$ cat src/pep9Pkg.sv
//////////////////////////////////////////////////////////////////////
// Shared types and opcodes for the 8-bit Pep/9 subset processor
// A and X are byte wide; no word or SP operations
// Only modes 0 (immediate) and 1 (direct) are supported
//////////////////////////////////////////////////////////////////////
`default_nettype none

package pep9Pkg;

    typedef logic [7:0]  byteT;    // Data byte
    typedef logic [15:0] addrT;    // Memory address

    // Write target of an instruction
    typedef enum logic [1:0] {regA, regX, regNone} regSelT;

    typedef enum logic [3:0] {
        add, sub, andOp, orOp, pass, notOp, neg, asl, asr, rol, ror
    } aluOpT;

    typedef enum logic {immediate, direct} addrModeT;

    typedef struct packed {
        logic n;
        logic z;
        logic v;
        logic c;
    } flagsT;

    typedef struct packed {
        logic     unary;
        logic     legal;
        aluOpT    op;
        regSelT   dest;
        addrModeT mode;
    } decodedT;

    typedef struct packed {
        logic req;
        addrT addr;
    } memReqT;

    typedef struct packed {
        logic   valid;
        regSelT dest;
        byteT   value;
        flagsT  flags;
    } retireT;

    typedef enum logic [2:0] {
        fetchSpec, fetchOsHi, fetchOsLo, readOperand, execute, halted
    } seqStateT;

    // Unary opcodes, bit 0 is r
    localparam byteT opNotBase = 8'h18;
    localparam byteT opNegBase = 8'h1A;
    localparam byteT opAslBase = 8'h1C;
    localparam byteT opAsrBase = 8'h1E;
    localparam byteT opRolBase = 8'h20;
    localparam byteT opRorBase = 8'h22;

    // Non-unary opcodes, specifier bits 7..4
    localparam logic [3:0] opAddHi = 4'd6;
    localparam logic [3:0] opSubHi = 4'd7;
    localparam logic [3:0] opAndHi = 4'd8;
    localparam logic [3:0] opOrHi  = 4'd9;
    localparam logic [3:0] opLdbHi = 4'd13;

    localparam byteT opStop  = 8'h00;
    localparam addrT resetPc = 16'h0000;

endpackage

`default_nettype wire

$ cat src/cpuSequencer.sv
//////////////////////////////////////////////////////////////////////
// Phase sequencer, one instruction in flight at a time
// PC steps after every byte fetched; unary skips the operand spec
// Halts for good on STOP or any illegal specifier
//////////////////////////////////////////////////////////////////////
`timescale 1ns/1ps
`default_nettype none

module cpuSequencer import pep9Pkg::*;
(
    input  logic    Sysclk,
    input  logic    resetbar,
    output logic    readStart,
    output addrT    readAddr,
    input  logic    readDone,
    input  byteT    readData,
    output byteT    spec,
    input  decodedT decoded,
    input  byteT    regA,
    input  byteT    regX,
    input  byteT    aluResult,
    input  flagsT   aluFlags,
    output byteT    operand,
    output byteT    regValue,
    output logic    wrEn,
    output retireT  retire,
    output logic    halted
);

    seqStateT state;
    addrT     pc;
    byteT     specReg;
    addrT     osReg;         // Operand specifier
    byteT     operandReg;    // Byte read in direct mode
    logic     issued;        // Read already started in this state
    logic     readPhase;

    assign readPhase = (state == fetchSpec) || (state == fetchOsHi) ||
                       (state == fetchOsLo) || (state == readOperand);
    assign readStart = readPhase && !issued;
    assign readAddr  = (state == readOperand) ? osReg : pc;

    // Decode straight off the returning byte during fetch
    assign spec = (state == fetchSpec) ? readData : specReg;

    assign operand  = (decoded.mode == direct) ? operandReg : osReg[7:0];
    assign regValue = (decoded.dest == pep9Pkg::regX) ? regX : regA;

    assign wrEn   = (state == execute);
    assign retire = '{valid: wrEn, dest: decoded.dest, value: aluResult, flags: aluFlags};
    assign halted = (state == pep9Pkg::halted);

    always_ff @(posedge Sysclk)
    begin
        if (!resetbar)
        begin
            state  <= fetchSpec;
            pc     <= resetPc;
            issued <= 1'b0;
        end
        else
        begin
            if (readStart)
                issued <= 1'b1;
            if (readDone)
                issued <= 1'b0;

            case (state)
                fetchSpec:
                    if (readDone)
                    begin
                        pc <= pc + 16'd1;
                        if (!decoded.legal)
                            state <= pep9Pkg::halted;
                        else if (decoded.unary)
                            state <= execute;
                        else
                            state <= fetchOsHi;
                    end
                fetchOsHi:
                    if (readDone)
                    begin
                        pc    <= pc + 16'd1;
                        state <= fetchOsLo;
                    end
                fetchOsLo:
                    if (readDone)
                    begin
                        pc    <= pc + 16'd1;
                        state <= (decoded.mode == direct) ? readOperand : execute;
                    end
                readOperand:
                    if (readDone)
                        state <= execute;
                execute: state <= fetchSpec;    // Write-back and retire
                default: state <= pep9Pkg::halted;
            endcase
        end
    end

    always_ff @(posedge Sysclk)
    begin
        if (readDone)
        begin
            case (state)
                fetchSpec:   specReg     <= readData;
                fetchOsHi:   osReg[15:8] <= readData;
                fetchOsLo:   osReg[7:0]  <= readData;
                readOperand: operandReg  <= readData;
                default:     ;
            endcase
        end
    end

endmodule

`default_nettype wire

$ cat src/instrDecoder.sv
//////////////////////////////////////////////////////////////////////
// Combinational decode of one instruction specifier
// STOP, unknown opcodes and modes other than 0 or 1 are not legal
//////////////////////////////////////////////////////////////////////
`timescale 1ns/1ps
`default_nettype none

module instrDecoder import pep9Pkg::*;
(
    input  byteT    spec,
    output decodedT decoded
);

    byteT unaryBase;    // Specifier with r cleared

    assign unaryBase = {spec[7:1], 1'b0};

    always_comb
    begin
        decoded.unary = 1'b0;
        decoded.legal = 1'b0;
        decoded.op    = pass;
        decoded.dest  = regNone;
        decoded.mode  = immediate;

        if (spec == opStop)
        begin
            decoded.legal = 1'b0;    // Halt request
        end
        else if (spec[7:4] < opAddHi)
        begin
            decoded.unary = 1'b1;
            decoded.legal = 1'b1;
            case (unaryBase)
                opNotBase: decoded.op = notOp;
                opNegBase: decoded.op = neg;
                opAslBase: decoded.op = asl;
                opAsrBase: decoded.op = asr;
                opRolBase: decoded.op = rol;
                opRorBase: decoded.op = ror;
                default:   decoded.legal = 1'b0;
            endcase
            if (decoded.legal)
                decoded.dest = spec[0] ? regX : regA;
        end
        else
        begin
            decoded.legal = (spec[2:0] == 3'd0) || (spec[2:0] == 3'd1);
            case (spec[7:4])
                opAddHi: decoded.op = add;
                opSubHi: decoded.op = sub;
                opAndHi: decoded.op = andOp;
                opOrHi:  decoded.op = orOp;
                opLdbHi: decoded.op = pass;    // Load passes the operand
                default: decoded.legal = 1'b0;
            endcase
            decoded.mode = spec[0] ? direct : immediate;
            if (decoded.legal)
                decoded.dest = spec[3] ? regX : regA;
        end
    end

endmodule

`default_nettype wire

$ cat src/memReader.sv
//////////////////////////////////////////////////////////////////////
// One-byte read master on a four-phase req/ack port
// A start seen while the previous ack is still high is held
// until ack falls; readDone is a one-cycle pulse
//////////////////////////////////////////////////////////////////////
`timescale 1ns/1ps
`default_nettype none

module memReader import pep9Pkg::*;
(
    input  logic   Sysclk,
    input  logic   resetbar,
    input  logic   readStart,
    input  addrT   readAddr,
    output logic   readDone,
    output byteT   readData,
    output memReqT memReq,
    input  logic   memAck,
    input  byteT   memData
);

    typedef enum logic [1:0] {rdIdle, rdRequest, rdRelease} rdStateT;

    rdStateT state;
    logic    reqReg;
    logic    pending;    // Start arrived during release
    addrT    addrReg;

    always_ff @(posedge Sysclk)
    begin
        if (!resetbar)
        begin
            state    <= rdIdle;
            reqReg   <= 1'b0;
            pending  <= 1'b0;
            readDone <= 1'b0;
        end
        else
        begin
            readDone <= 1'b0;
            case (state)
                rdIdle:
                    if (readStart)
                    begin
                        reqReg <= 1'b1;
                        state  <= rdRequest;
                    end
                rdRequest:
                    if (memAck)    // Data valid with ack
                    begin
                        reqReg   <= 1'b0;
                        readDone <= 1'b1;
                        state    <= rdRelease;
                    end
                default:
                begin
                    if (readStart)
                        pending <= 1'b1;
                    // Memory must drop ack before the next req
                    if (!memAck)
                    begin
                        if (pending || readStart)
                        begin
                            reqReg  <= 1'b1;
                            pending <= 1'b0;
                            state   <= rdRequest;
                        end
                        else
                            state <= rdIdle;
                    end
                end
            endcase
        end
    end

    // Address held steady while req is high
    always_ff @(posedge Sysclk)
    begin
        if (readStart && state != rdRequest)
            addrReg <= readAddr;
        if (state == rdRequest && memAck)
            readData <= memData;
    end

    assign memReq = '{req: reqReg, addr: addrReg};

endmodule

`default_nettype wire

$ cat src/pep9Alu.sv
//////////////////////////////////////////////////////////////////////
// Byte ALU with NZVC status
// Flags an operation does not define keep their incoming value
// ROL and ROR rotate through the incoming carry
//////////////////////////////////////////////////////////////////////
`timescale 1ns/1ps
`default_nettype none

module pep9Alu import pep9Pkg::*;
(
    input  aluOpT op,
    input  byteT  regValue,
    input  byteT  operand,
    input  flagsT flagsIn,
    output byteT  result,
    output flagsT flagsOut
);

    byteT       addend;
    logic [8:0] sum;       // Carry out in bit 8
    logic       updNz;

    // SUB is reg + ~operand + 1
    assign addend = (op == sub) ? ~operand : operand;
    assign sum    = {1'b0, regValue} + {1'b0, addend} + {8'd0, op == sub};

    always_comb
    begin
        result   = regValue;
        flagsOut = flagsIn;
        updNz    = 1'b1;

        case (op)
            add, sub:
            begin
                result     = sum[7:0];
                flagsOut.c = sum[8];
                flagsOut.v = (regValue[7] == addend[7]) && (sum[7] != regValue[7]);
            end
            andOp: result = regValue & operand;
            orOp:  result = regValue | operand;
            pass:  result = operand;
            notOp: result = ~regValue;
            neg:
            begin
                result     = -regValue;
                flagsOut.v = (regValue == 8'h80);    // Only -128 overflows
            end
            asl:
            begin
                result     = {regValue[6:0], 1'b0};
                flagsOut.c = regValue[7];
                flagsOut.v = regValue[7] ^ regValue[6];
            end
            asr:
            begin
                result     = {regValue[7], regValue[7:1]};
                flagsOut.c = regValue[0];
            end
            rol:
            begin
                result     = {regValue[6:0], flagsIn.c};
                flagsOut.c = regValue[7];
                updNz      = 1'b0;
            end
            ror:
            begin
                result     = {flagsIn.c, regValue[7:1]};
                flagsOut.c = regValue[0];
                updNz      = 1'b0;
            end
            default: updNz = 1'b0;
        endcase

        if (updNz)
        begin
            flagsOut.n = result[7];
            flagsOut.z = (result == 8'h00);
        end
    end

endmodule

`default_nettype wire

$ cat src/pep9Cpu.sv
//////////////////////////////////////////////////////////////////////
// Pep/9 subset processor, top level
// Single memory read port with four-phase req/ack
// retire.valid pulses once per completed instruction
//////////////////////////////////////////////////////////////////////
`timescale 1ns/1ps
`default_nettype none

module pep9Cpu import pep9Pkg::*;
(
    input  logic   Sysclk,
    input  logic   resetbar,
    output memReqT memReq,
    input  logic   memAck,
    input  byteT   memData,
    output retireT retire,
    output logic   halted
);

    logic    readStart;
    addrT    readAddr;
    logic    readDone;
    byteT    readData;
    byteT    spec;
    decodedT decoded;
    byteT    aValue;
    byteT    xValue;
    flagsT   flags;
    byteT    aluResult;
    flagsT   aluFlags;
    byteT    operand;
    byteT    regValue;
    logic    wrEn;

    memReader reader_i (
        .Sysclk   (Sysclk),
        .resetbar (resetbar),
        .readStart(readStart),
        .readAddr (readAddr),
        .readDone (readDone),
        .readData (readData),
        .memReq   (memReq),
        .memAck   (memAck),
        .memData  (memData)
    );

    instrDecoder decoder_i (
        .spec   (spec),
        .decoded(decoded)
    );

    pep9Alu alu_i (
        .op      (decoded.op),
        .regValue(regValue),
        .operand (operand),
        .flagsIn (flags),
        .result  (aluResult),
        .flagsOut(aluFlags)
    );

    regFile regs_i (
        .Sysclk  (Sysclk),
        .resetbar(resetbar),
        .wrEn    (wrEn),
        .wrSel   (decoded.dest),
        .wrValue (aluResult),
        .wrFlags (aluFlags),
        .regA    (aValue),
        .regX    (xValue),
        .flags   (flags)
    );

    cpuSequencer seq_i (
        .Sysclk   (Sysclk),
        .resetbar (resetbar),
        .readStart(readStart),
        .readAddr (readAddr),
        .readDone (readDone),
        .readData (readData),
        .spec     (spec),
        .decoded  (decoded),
        .regA     (aValue),
        .regX     (xValue),
        .aluResult(aluResult),
        .aluFlags (aluFlags),
        .operand  (operand),
        .regValue (regValue),
        .wrEn     (wrEn),
        .retire   (retire),
        .halted   (halted)
    );

endmodule

`default_nettype wire

$ cat src/regFile.sv
//////////////////////////////////////////////////////////////////////
// Byte registers A and X plus NZVC
// One write port; flags are written with every register write
//////////////////////////////////////////////////////////////////////
`timescale 1ns/1ps
`default_nettype none

module regFile import pep9Pkg::*;
(
    input  logic   Sysclk,
    input  logic   resetbar,
    input  logic   wrEn,
    input  regSelT wrSel,
    input  byteT   wrValue,
    input  flagsT  wrFlags,
    output byteT   regA,
    output byteT   regX,
    output flagsT  flags
);

    always_ff @(posedge Sysclk)
    begin
        if (!resetbar)
        begin
            regA  <= 8'h00;
            regX  <= 8'h00;
            flags <= '0;
        end
        else if (wrEn)
        begin
            case (wrSel)
                pep9Pkg::regA: regA <= wrValue;
                pep9Pkg::regX: regX <= wrValue;
                default:       ;    // Flags only
            endcase
            flags <= wrFlags;
        end
    end

endmodule

`default_nettype wire

$ cat config.mk
export PLATFORM = sky130hd
export DESIGN_NAME = pep9Cpu
export DESIGN_NICKNAME = d
export VERILOG_FILES = /design/src/pep9Pkg.sv /design/src/cpuSequencer.sv /design/src/instrDecoder.sv /design/src/memReader.sv /design/src/pep9Alu.sv /design/src/pep9Cpu.sv /design/src/regFile.sv
export SDC_FILE = /design/constraint.sdc
export NUM_CORES = 1
export LEC_CHECK = 0
export BUFFER_PORTS_ARGS = -buffer_cell sky130_fd_sc_hd__buf_2
export CAP_MARGIN = 0
export CORE_ASPECT_RATIO = 0.7
export CORE_MARGIN = 3
export CORE_UTILIZATION = 60
export CTS_BUF_LIST = sky130_fd_sc_hd__clkbuf_16
export DETAILED_ROUTE_END_ITERATION = 8
export HOLD_SLACK_MARGIN = 0.08
export PLACE_DENSITY = 0.85
export SYNTH_ARGS = -nofsm -noshare
export SYNTH_HDL_FRONTEND = slang
export SYNTH_SLANG_ARGS = --single-unit
export TNS_END_PERCENT = 100
$ cat constraint.sdc
create_clock -name Sysclk -period 7.46 [get_ports Sysclk]
set_input_delay 1.492 -clock Sysclk [delete_from_list [all_inputs] [get_ports Sysclk]]
set_output_delay 1.492 -clock Sysclk [all_outputs]
set_load 0.05 [all_outputs]
==> results of run 1 <==
-- through the flow --
step	setup TNS, ns	instance area [µm²]	std cells
2_1_floorplan	0	6240	654
3_3_place_gp	0	6550	806
3_5_place_dp	0	6550	806
4_1_cts	0	6850	822
5_1_grt	-0.000894	6910	828
6_report	0	6910	828
-- registers in the layout (all words and copies together) (netlist names), 2 cells and up --
signal	flops
regs_i.regX	8
seq_i.pc	16
regs_i.flags	4
reader_i.addrReg	16
seq_i.osReg	16
seq_i.operandReg	8
regs_i.regA	8
reader_i.state	2
reader_i.readData	8
seq_i.state	3
seq_i.specReg	8
-- repair_timing --
item	CTS	global route
endpoints found under the setup margin	0	1
gates resized for setup	0	6
buffers inserted	0	5
-- cell families (layout without fill, tap and decap cells) --
| group | after synthesis | in the layout | share of synthesized area |
|---|---|---|---|
| XOR/XNOR | 28 | 28 | 0.0393 |
| flip-flops | 101 | 101 | 0.414 |
| buffers and inverters | 60 | 106 | 0.0461 |
| AO/OA/AOI/OAI | 153 | 153 | 0.182 |
| AND/OR/NAND/NOR | 253 | 253 | 0.214 |
| adder cells (fa/ha/maj) | 11 | 11 | 0.0233 |
| multiplexers | 48 | 48 | 0.0818 |
-- metal layers --
layer  part of all wire  vias to the layer above
met3               0.13                       34
li1                   -                     2519
met5                  0                        -
met2               0.41                      341
met1               0.44                     2645
met4              0.017                        0
-- worst paths after layout --
check	endpoint	slack (ns)	cells after the start
setup reg to reg	regs_i.flags[2]$_SDFFE_PN0P_	2.34	18
hold reg to reg	reader_i.pending$_SDFFE_PN0N_	0.48	2
setup / recovery	retire[2]	0.38	19
hold / removal	reader_i.pending$_SDFFE_PN0N_	0.48	2
-- layout make-up --
| class | instances | area (µm²) | area share |
|---|---|---|---|
| clock inverters | 7 | 70.1 | 0.0101 |
| inverters | 25 | 101 | 0.0147 |
| repair buffers | 65 | 383 | 0.0554 |
| flip-flops and latches | 101 | 2580 | 0.374 |
| well taps | 128 | 160 | 0.0232 |
| multi-input cells | 493 | 3390 | 0.490 |
| clock buffers | 9 | 225 | 0.0326 |
-- worst max-delay path, stage by stage (launching register included) --
cell and delay, ns:
edfxtp_1 0.50, or4b_4 0.62, a2111oi_4 0.41, a22oi_1 0.23, nand4_1 0.25, nand2_1 0.14
mux2_2 0.30, fa_1 0.42, a211oi_1 0.26, o21bai_1 0.10, a21oi_1 0.23, xnor2_1 0.16
o22ai_1 0.11, a221oi_1 0.29, o211a_1 0.28, inv_1 0.08, nor4_2 0.18, nand4b_2 0.16
o31ai_1 0.26, buf_4 0.25
-- where the power goes --
group,total (mW),internal [mW],switching [mW]
sequential,0.624,0.607,0.0172
clock,0.469,0.260,0.209
combinational,0.301,0.0882,0.213
total,1.39,0.955,0.439
-- synthesized netlist by cell type, types with 10 or more instances --
cell	number	area, µm²
a211oi_1	18	135
clkbuf_1	24	90.1
a21oi_1	35	175
mux2i_1	27	270
nor3_1	19	95.1
nor4_1	12	75.1
edfxtp_1	56	1680
xnor2_1	20	175
inv_1	24	90.1
mux2_2	20	225
o21ai_0	26	130
or3_1	11	68.8
nand3_1	13	65.1
ha_1	10	125
nor2_1	67	251
nand2b_1	11	68.8
nand2_1	52	195
dfxtp_1	45	901
==> summary.md, run 1 <==
| Metric | Value |
|---|---|
| Outcome | finished clean |
| DRC Markers | 0 |
| CTS Buf Count | 9 |
| Full die area | 11,700 µm² |
| CTS tree | done |
| Crit path max fanout | 8 |
| Count of state elements after synthesis | 101 |
| Critical path origin | seq_i.specReg[4]$_DFFE_PP_ |
| P_leak | 2.69 nW |
| Hold WS | 0.483 ns |
| Worst EP arrival | between 5 and 6 ns |
| Post-CTS Hold Fix Bufs | 0 |
| IO Pins | 44 |
| Layout cell share with drive strength beyond 1 | 0.191 |
| Dpl ws | 0.744 ns |
| Fillers | 736 |
| Worst Setup Start Kind | flop |
| Final worst slack | 0.376 ns |
| Fraction of registers with async set/reset | 0 |
| Row Count | 30 |
| Met3 GRT Util | 0.104 |
| Pwr Density | 202 nW/µm² |
| CTS Root Cell | clkbuf_16 |
| Slew Limit Headroom | 0.301 |
| Final setup vio count | 0 |
| Mean routed wirelength per cell | 22.1 µm |
| Crit end category | output port |
| Global-route wire length before repair | ~28,000 µm |
| Max Cap Viol | 0 |
| Worst setup path category | flop to output port |
| Initial antenna violation count | 0 |
| Clock transition at path regs | ~0.070 ns |
| Core box area | 9910 µm² |
| Fmax | ~0.14 GHz |
| Vias in the first global route | 5,050 |
| Min-delay src | reader_i.pending$_SDFFE_PN0N_ |
| Htree depth | 3 |
| Fin util | 0.697 |
| Fin. Hold Viols | 0 |
| Synth cell types | 84 |
| Cells after Synth | around 650 |
| Hold Path Class | flop to flop |
| DR vias | 5,539 |
| Synth Warn # | 0 |
| DP HPWL | 14,000 µm |
| Crit path required time | 5.97 ns |
| # diodes | 0 |
| Initial DRC count | between 700 and 800 |
| CTS sink count | 101 |
| Largest net degree at the start of global routing | 34 |
| Pins Over Slew Limit | 0 |
| Top FF cell, synth | edfxtp_1 |
| Worst reg2reg path startpoint | seq_i.specReg[4]$_DFFE_PP_ |
| Layout area overhead | 10.8% |
| Grt ovf | 0 |
| Most common cell after layout, fill and taps aside | nor2_1 |
| Layout Skew | 0.00848 ns |
| Post-route ant nets | 0 |
| First-pass DRT Iterations | 6 |
| Met1 Use GR | 0.481 |
| GRT Max-Usage Layer | met1 |
| Clk Latency, worst-skew pair | 0.35 ns |
| Number of synthesized flops with an enable pin | 56 |
| Vert. Die Dim | 91.3 µm |
| Port bufs | 43 |
| Peak VDD IR | 0.159 mV |
| Maximum clock path buffer count | 2 |
| Power Total | 1.39 mW |
| GPL Wtd Cong | 1.03 |
| Crit path time final | 7.08 ns |
| Post-Syn Area | 6240 µm² |
| Via density | ~6.7 |
| Die X | 128 µm |
| GR Util All Layers | 0.313 |
| Nets | 717 |
| Commonest non-fill, non-tap cells in the layout | 67 x nor2_1, 56 x edfxtp_1, 51 x nand2_1 |
| Wirelength, routed | approximately 18,000 µm |
| Worst slew pin tran | between 1 and 1.5 ns |
| M2 GR Usage | 0.413 |
| Initial Utilization | 0.630 |
| Period utilization | 0.950 |
| Sequential area share after synthesis | 0.414 |
| Mapped Nets | 676 |
| Syn avg cell area | about 9.5 µm² |
(Power assumes the default switching activity.)
==> run 2, diff against run 1 <==
Settings changed: MAX_ROUTING_LAYER set to met4.
==> summary.md, run 2 (synthesis results as in run 1) <==
| Metric | Value |
|---|---|
| Wirelength, routed | about 19,000 µm |
| Slew Limit Headroom | 0.192 |
| Pins Over Slew Limit | 0 |
| Net Sw Power | about 430 µW |
| Maximum clock path buffer count | 2 |
| Clock power frac | 0.326 |
| Fin. Hold Viols | 0 |
| Most common cell after layout, fill and taps aside | nor2_1 |
| Initial antenna violation count | 0 |
| CTS Buf Count | 9 |
| Crit path max fanout | 9 |
| Crit path required time | 5.97 ns |
| Clk Latency, worst-skew pair | 0.34 ns |
| Setup TNS | 0 ns |
| Sw Share | 0.310 |
| RR Endpoint | regs_i.flags[2]$_SDFFE_PN0P_ |
| Period utilization | 0.967 |
| P_leak | 2.66 nW |
| Post-CTS setup buffers | 0 |
| Grt ovf | 0 |
| Port bufs | 43 |
| GPL Wtd Cong | 1.03 |
| Worst path depth | 19 |
| Fmax | 0.139 GHz |
| Max Cap Viol | 0 |
| IO Pins | 44 |
| Worst reg2reg path startpoint | seq_i.specReg[4]$_DFFE_PP_ |
| Via density | 6.79 |
| Layout cell share with drive strength beyond 1 | 0.182 |
| Slowest Stage Delay on Critical Path | 0.60 ns |
| Die X | 128 µm |
| Worst setup path end | retire[2] |
| Worst EP arrival | 5.72 ns |
| Full die area | roughly 12,000 µm² |
| GR Util All Layers | 0.332 |
| DR vias | 5,576 |
| Layout Skew | 0.00672 ns |
| Clock transition at path regs | approximately 0.060 ns |
| Nets | 711 |
| Vert. Die Dim | 91.3 µm |
| Initial Utilization | 0.630 |
| Seq pwr share | 0.454 |
| Core box area | ~9900 µm² |
| Mean routed wirelength per cell | 23.1 µm |
| CTS Root Cell | clkbuf_16 |
| R2R setup slack | ~2.2 ns |
| Crit-path slowest cell | or4b_4 |
| CTS tree | done |
| Commonest non-fill, non-tap cells in the layout | 67 x nor2_1, 56 x edfxtp_1, 52 x nand2_1 |
| Pwr Density | 201 nW/µm² |
| Worst setup path category | flop to output port |
| DRC Markers | 0 |
| Critical path origin | seq_i.specReg[4]$_DFFE_PP_ |
| Peak VDD IR | between 0.1 and 0.15 mV |
| RSZ-0062 raised after global routing | no |
| Final std cells w/o fill | roughly 820 |
| Vias in the first global route | 5,106 |
| # diodes | 0 |
| Initial DRC count | 844 |
| CTS sink count | 101 |
| Reg2Reg Depth | 18 |
| Logic gate share of total power | 0.220 |
| Global-route wire length before repair | 28,900 µm |
| Outcome | finished clean |
| Hold Path Class | flop to flop |
| Placed Cells | 806 |
| First-pass DRT Iterations | 6 |
| Crit path cell chain | or4b_4 > a2111oi_4 > a22oi_1 > nand4_1 > nand2_1 > mux2_2 > fa_1 > a211oi_1 > o21bai_1 > a21oi_1 > xnor2_1 > o22ai_1 > a221oi_1 > o211a_1 > inv_1 > nor4_1 > nand4b_2 > o31ai_1 > buf_2 |
| Htree depth | 3 |
| Post-route ant nets | 0 |
| Worst slew pin tran | roughly 1.2 ns |
| Top Registers | reader_i.addrReg (16), seq_i.osReg (16), seq_i.pc (16) |
| Crit end category | output port |
| DP HPWL | 14,200 µm |
| Row Count | 30 |
| Crit path time final | 7.21 ns |
| Crit path max-delay family | compound AO/OA/AOI/OAI gates |
| Buf/Inv on CP | 2 |
| Final setup vio count | 0 |
| Largest net degree at the start of global routing | 34 |
| Worst Setup Start Kind | flop |
| Layout area overhead | 9.85% |
| P_int | 950 µW |
## run 2: worst min-delay path by stage
stage,cells past startpoint,from,end
finish,2,regs_i.regX[7]$_SDFFE_PN0P_,regs_i.regX[7]$_SDFFE_PN0P_
global route,2,regs_i.regX[7]$_SDFFE_PN0P_,regs_i.regX[7]$_SDFFE_PN0P_
CTS,2,reader_i.pending$_SDFFE_PN0N_,reader_i.pending$_SDFFE_PN0N_
detailed placement,2,reader_i.pending$_SDFFE_PN0N_,reader_i.pending$_SDFFE_PN0N_
global placement,2,reader_i.pending$_SDFFE_PN0N_,reader_i.pending$_SDFFE_PN0N_
floorplan,2,reader_i.pending$_SDFFE_PN0N_,reader_i.pending$_SDFFE_PN0N_
## run 2: power by group through the flow
stage | clock [mW] | sequential, mW | combinational [mW]
3_5_place_dp | 0 | 0.636 | 0.292
2_1_floorplan | 0 | 0.659 | 0.189
3_3_place_gp | 0 | 0.635 | 0.290
4_1_cts | 0.453 | 0.624 | 0.294
5_1_grt | 0.472 | 0.627 | 0.319
6_report | 0.449 | 0.625 | 0.303
## run 2: worst min-delay path, delay by kind of cell (launching register included)
kind | cells | cell delay, ns
flip-flops | 1 | 0.31
AO/OA/AOI/OAI | 2 | 0.14
## run 2: cell type report
| cell class | instances | area, µm² |
|---|---|---|
| multi-input cells | 493 | 3390 |
| clock inverters | 6 | 58.8 |
| well taps | 128 | 160 |
| inverters | 25 | 101 |
| repair buffers | 59 | 335 |
| flip-flops and latches | 101 | 2580 |
| clock buffers | 9 | 225 |
| fillers | 770 | 3060 |
## run 2: per-stage QoR
step           hold slack, ns   util  power, mW  setup WS (ns)  cell area, µm²
6_report                0.494  0.692       1.38          0.249            6850
5_1_grt                 0.516  0.692       1.42        0.00977            6850
4_1_cts                 0.491  0.690       1.37          0.223            6840
3_5_place_dp            0.475  0.661      0.929          0.634            6550
3_3_place_gp            0.453  0.661      0.925          0.817            6550
2_1_floorplan           0.437      -      0.848          0.249            6240
## run 2: layer usage
layer | vias up | share of wire | track usage
met4 | 0 | 0.016 | 0.0671
met3 | 41 | 0.14 | 0.112
met5 | - | 0 | -
li1 | 2516 | - | -
met1 | 2618 | 0.44 | 0.491
met2 | 401 | 0.40 | 0.441
## run 2: repair_timing
action                     CTS  global route
setup endpoints to repair    0             1
hold buffers                 0             0
resized for setup            0             3
==> run 3, diff against run 2 <==
Settings changed: CORE_ASPECT_RATIO 0.7 to 0.75, RECOVER_POWER set to 50.
==> summary.md, run 3 (synthesis results as in run 1) <==
| Metric | Value |
|---|---|
| DR vias | approximately 5,500 |
| Seq pwr share | 0.454 |
| Crit path max fanout | 10 |
| Post-layout instance area | 6830 µm² |
| Worst Setup Start Kind | flop |
| Crit path time final | just over 7 ns |
| Core box area | between 9000 and 10,000 µm² |
| M2 GR Usage | 0.475 |
| GPL Wtd Cong | between 1 and 1.5 |
| Die X | 124 µm |
| Net Sw Power | ~440 µW |
| Mean routed wirelength per cell | ~23 µm |
| Pwr Density | 202 nW/µm² |
| Clock power frac | 0.331 |
| Nets | 708 |
| GRT Max-Usage Layer | met1 |
| CTS tree | done |
| Crit end category | output port |
| # diodes | 0 |
| RSZ-0062 raised after global routing | no |
| Logic gate share of total power | 0.215 |
| First-pass DRT Iterations | 6 |
| Grt ovf | 0 |
| Sw Share | 0.321 |
| Commonest non-fill, non-tap cells in the layout | 67 x nor2_1, 56 x edfxtp_1, 51 x nand2_1 |
| IO Pins | 44 |
| Fin. Hold Viols | 0 |
| Crit path required time | just under 6 ns |
| Layout cell share with drive strength beyond 1 | 0.177 |
| Clk Latency, worst-skew pair | 0.35 ns |
| Full die area | 11,700 µm² |
| P_leak | ~2.6 nW |
| DRC Markers | 0 |
| CTS Root Cell | clkbuf_16 |
| Placed cell areas | 6520 µm² |
| Layout area overhead | 9.49% |
| Top Registers | reader_i.addrReg (16), seq_i.osReg (16), seq_i.pc (16) |
| Initial DRC count | 777 |
| Met1 Use GR | 0.507 |
| Outcome | finished clean |
| Hold Path Class | flop to flop |
| Worst slew pin tran | 1.26 ns |
| Initial Utilization | 0.631 |
| Pins Over Slew Limit | 0 |
| Most common cell after layout, fill and taps aside | nor2_1 |
| DP HPWL | 14,100 µm |
| Htree depth | 3 |
| Peak VDD IR | roughly 0.17 mV |
| Period utilization | 0.946 |
| Final setup vio count | 0 |
| P_int | 937 µW |
| Met3 GRT Util | 0.0861 |
| Maximum clock path buffer count | 2 |
| Layout Skew | 0.0138 ns |
| Slew Limit Headroom | 0.156 |
| Global-route wire length before repair | 29,300 µm |
| Largest net degree at the start of global routing | 34 |
| Max Cap Viol | 0 |
| Wirelength, routed | 19,000 µm |
| CTS Buf Count | 9 |
| GR Util All Layers | 0.344 |
| Via density | 6.74 |
| Power Total | 1.38 mW |
| Worst setup path category | flop to output port |
| Vert. Die Dim | approximately 94 µm |
| Clock transition at path regs | 0.07 ns |
| Worst EP arrival | around 5.6 ns |
| Post-route ant nets | 0 |
| Setup TNS | 0 ns |
| Row Count | 31 |
| Port bufs | 43 |
| CTS sink count | 101 |
| Vias in the first global route | 5,084 |
| Initial antenna violation count | 0 |
| Fmax | 0.142 GHz |
[run 3: layout make-up]
class	count	area, µm²
clock buffer	10	250
clock inverter	6	37.5
fill	775	3060
inverter	25	101
multi-input combinational	493	3390
sequential	101	2580
tap	132	165
timing repair buffer	56	302
[run 3: worst max-delay path, stage by stage (launching register included)]
cell and delay (ns):
edfxtp_1 0.52, or4b_4 0.62, a2111oi_4 0.40, a22o_4 0.25, nor3_4 0.07, inv_8 0.12, mux2i_2 0.38, inv_1 0.18
ha_1 0.43, a21o_1 0.22, o21ai_0 0.17, a21oi_1 0.10, or4_4 0.55, a311oi_4 0.50, nand4b_2 0.19, o31ai_1 0.23
clkbuf_4 0.28
[run 3: timing repair]
action / in CTS / in global routing
hold buffers: 0 / 0
buffers inserted: 0 / 2
endpoints found under the setup margin: 0 / 1
resized for setup: 0 / 6
hold endpoints to repair: 0 / 0
[run 3: power by group through the flow]
stage / Clock, mW / Sequential (mW) / Combinational (mW)
final: 0.456 / 0.626 / 0.297
after global routing: 0.481 / 0.628 / 0.314
after CTS: 0.457 / 0.626 / 0.289
after detailed placement: 0 / 0.638 / 0.287
after global placement: 0 / 0.637 / 0.284
after floorplan: 0 / 0.659 / 0.189
[run 3: stage by stage]
step,util,setup WS [ns],hold WS (ns),cells
floorplan,-,0.249,0.437,654
global placement,0.659,0.841,0.452,805
detailed placement,0.659,0.729,0.471,805
CTS,0.688,0.338,0.487,821
global route,0.691,0.0408,0.500,823
finish,0.691,0.405,0.493,823
[run 3: path summary, 6_finish.rpt]
kind / to / slack (ns) / depth (start not counted) / start
min reg2reg: reader_i.pending$_SDFFE_PN0N_ / 0.49 / 2 / reader_i.pending$_SDFFE_PN0N_
max reg2reg: regs_i.flags[2]$_SDFFE_PN0P_ / 2.36 / 15 / seq_i.specReg[4]$_DFFE_PP_
max: retire[2] / 0.40 / 16 / seq_i.specReg[4]$_DFFE_PP_
min: reader_i.pending$_SDFFE_PN0N_ / 0.49 / 2 / reader_i.pending$_SDFFE_PN0N_
[run 3: per-layer routing]
layer | up-vias | share of wire
met1 | 2654 | 0.45
li1 | 2498 | -
met5 | - | 0
met4 | 0 | 0.016
met3 | 43 | 0.12
met2 | 348 | 0.42
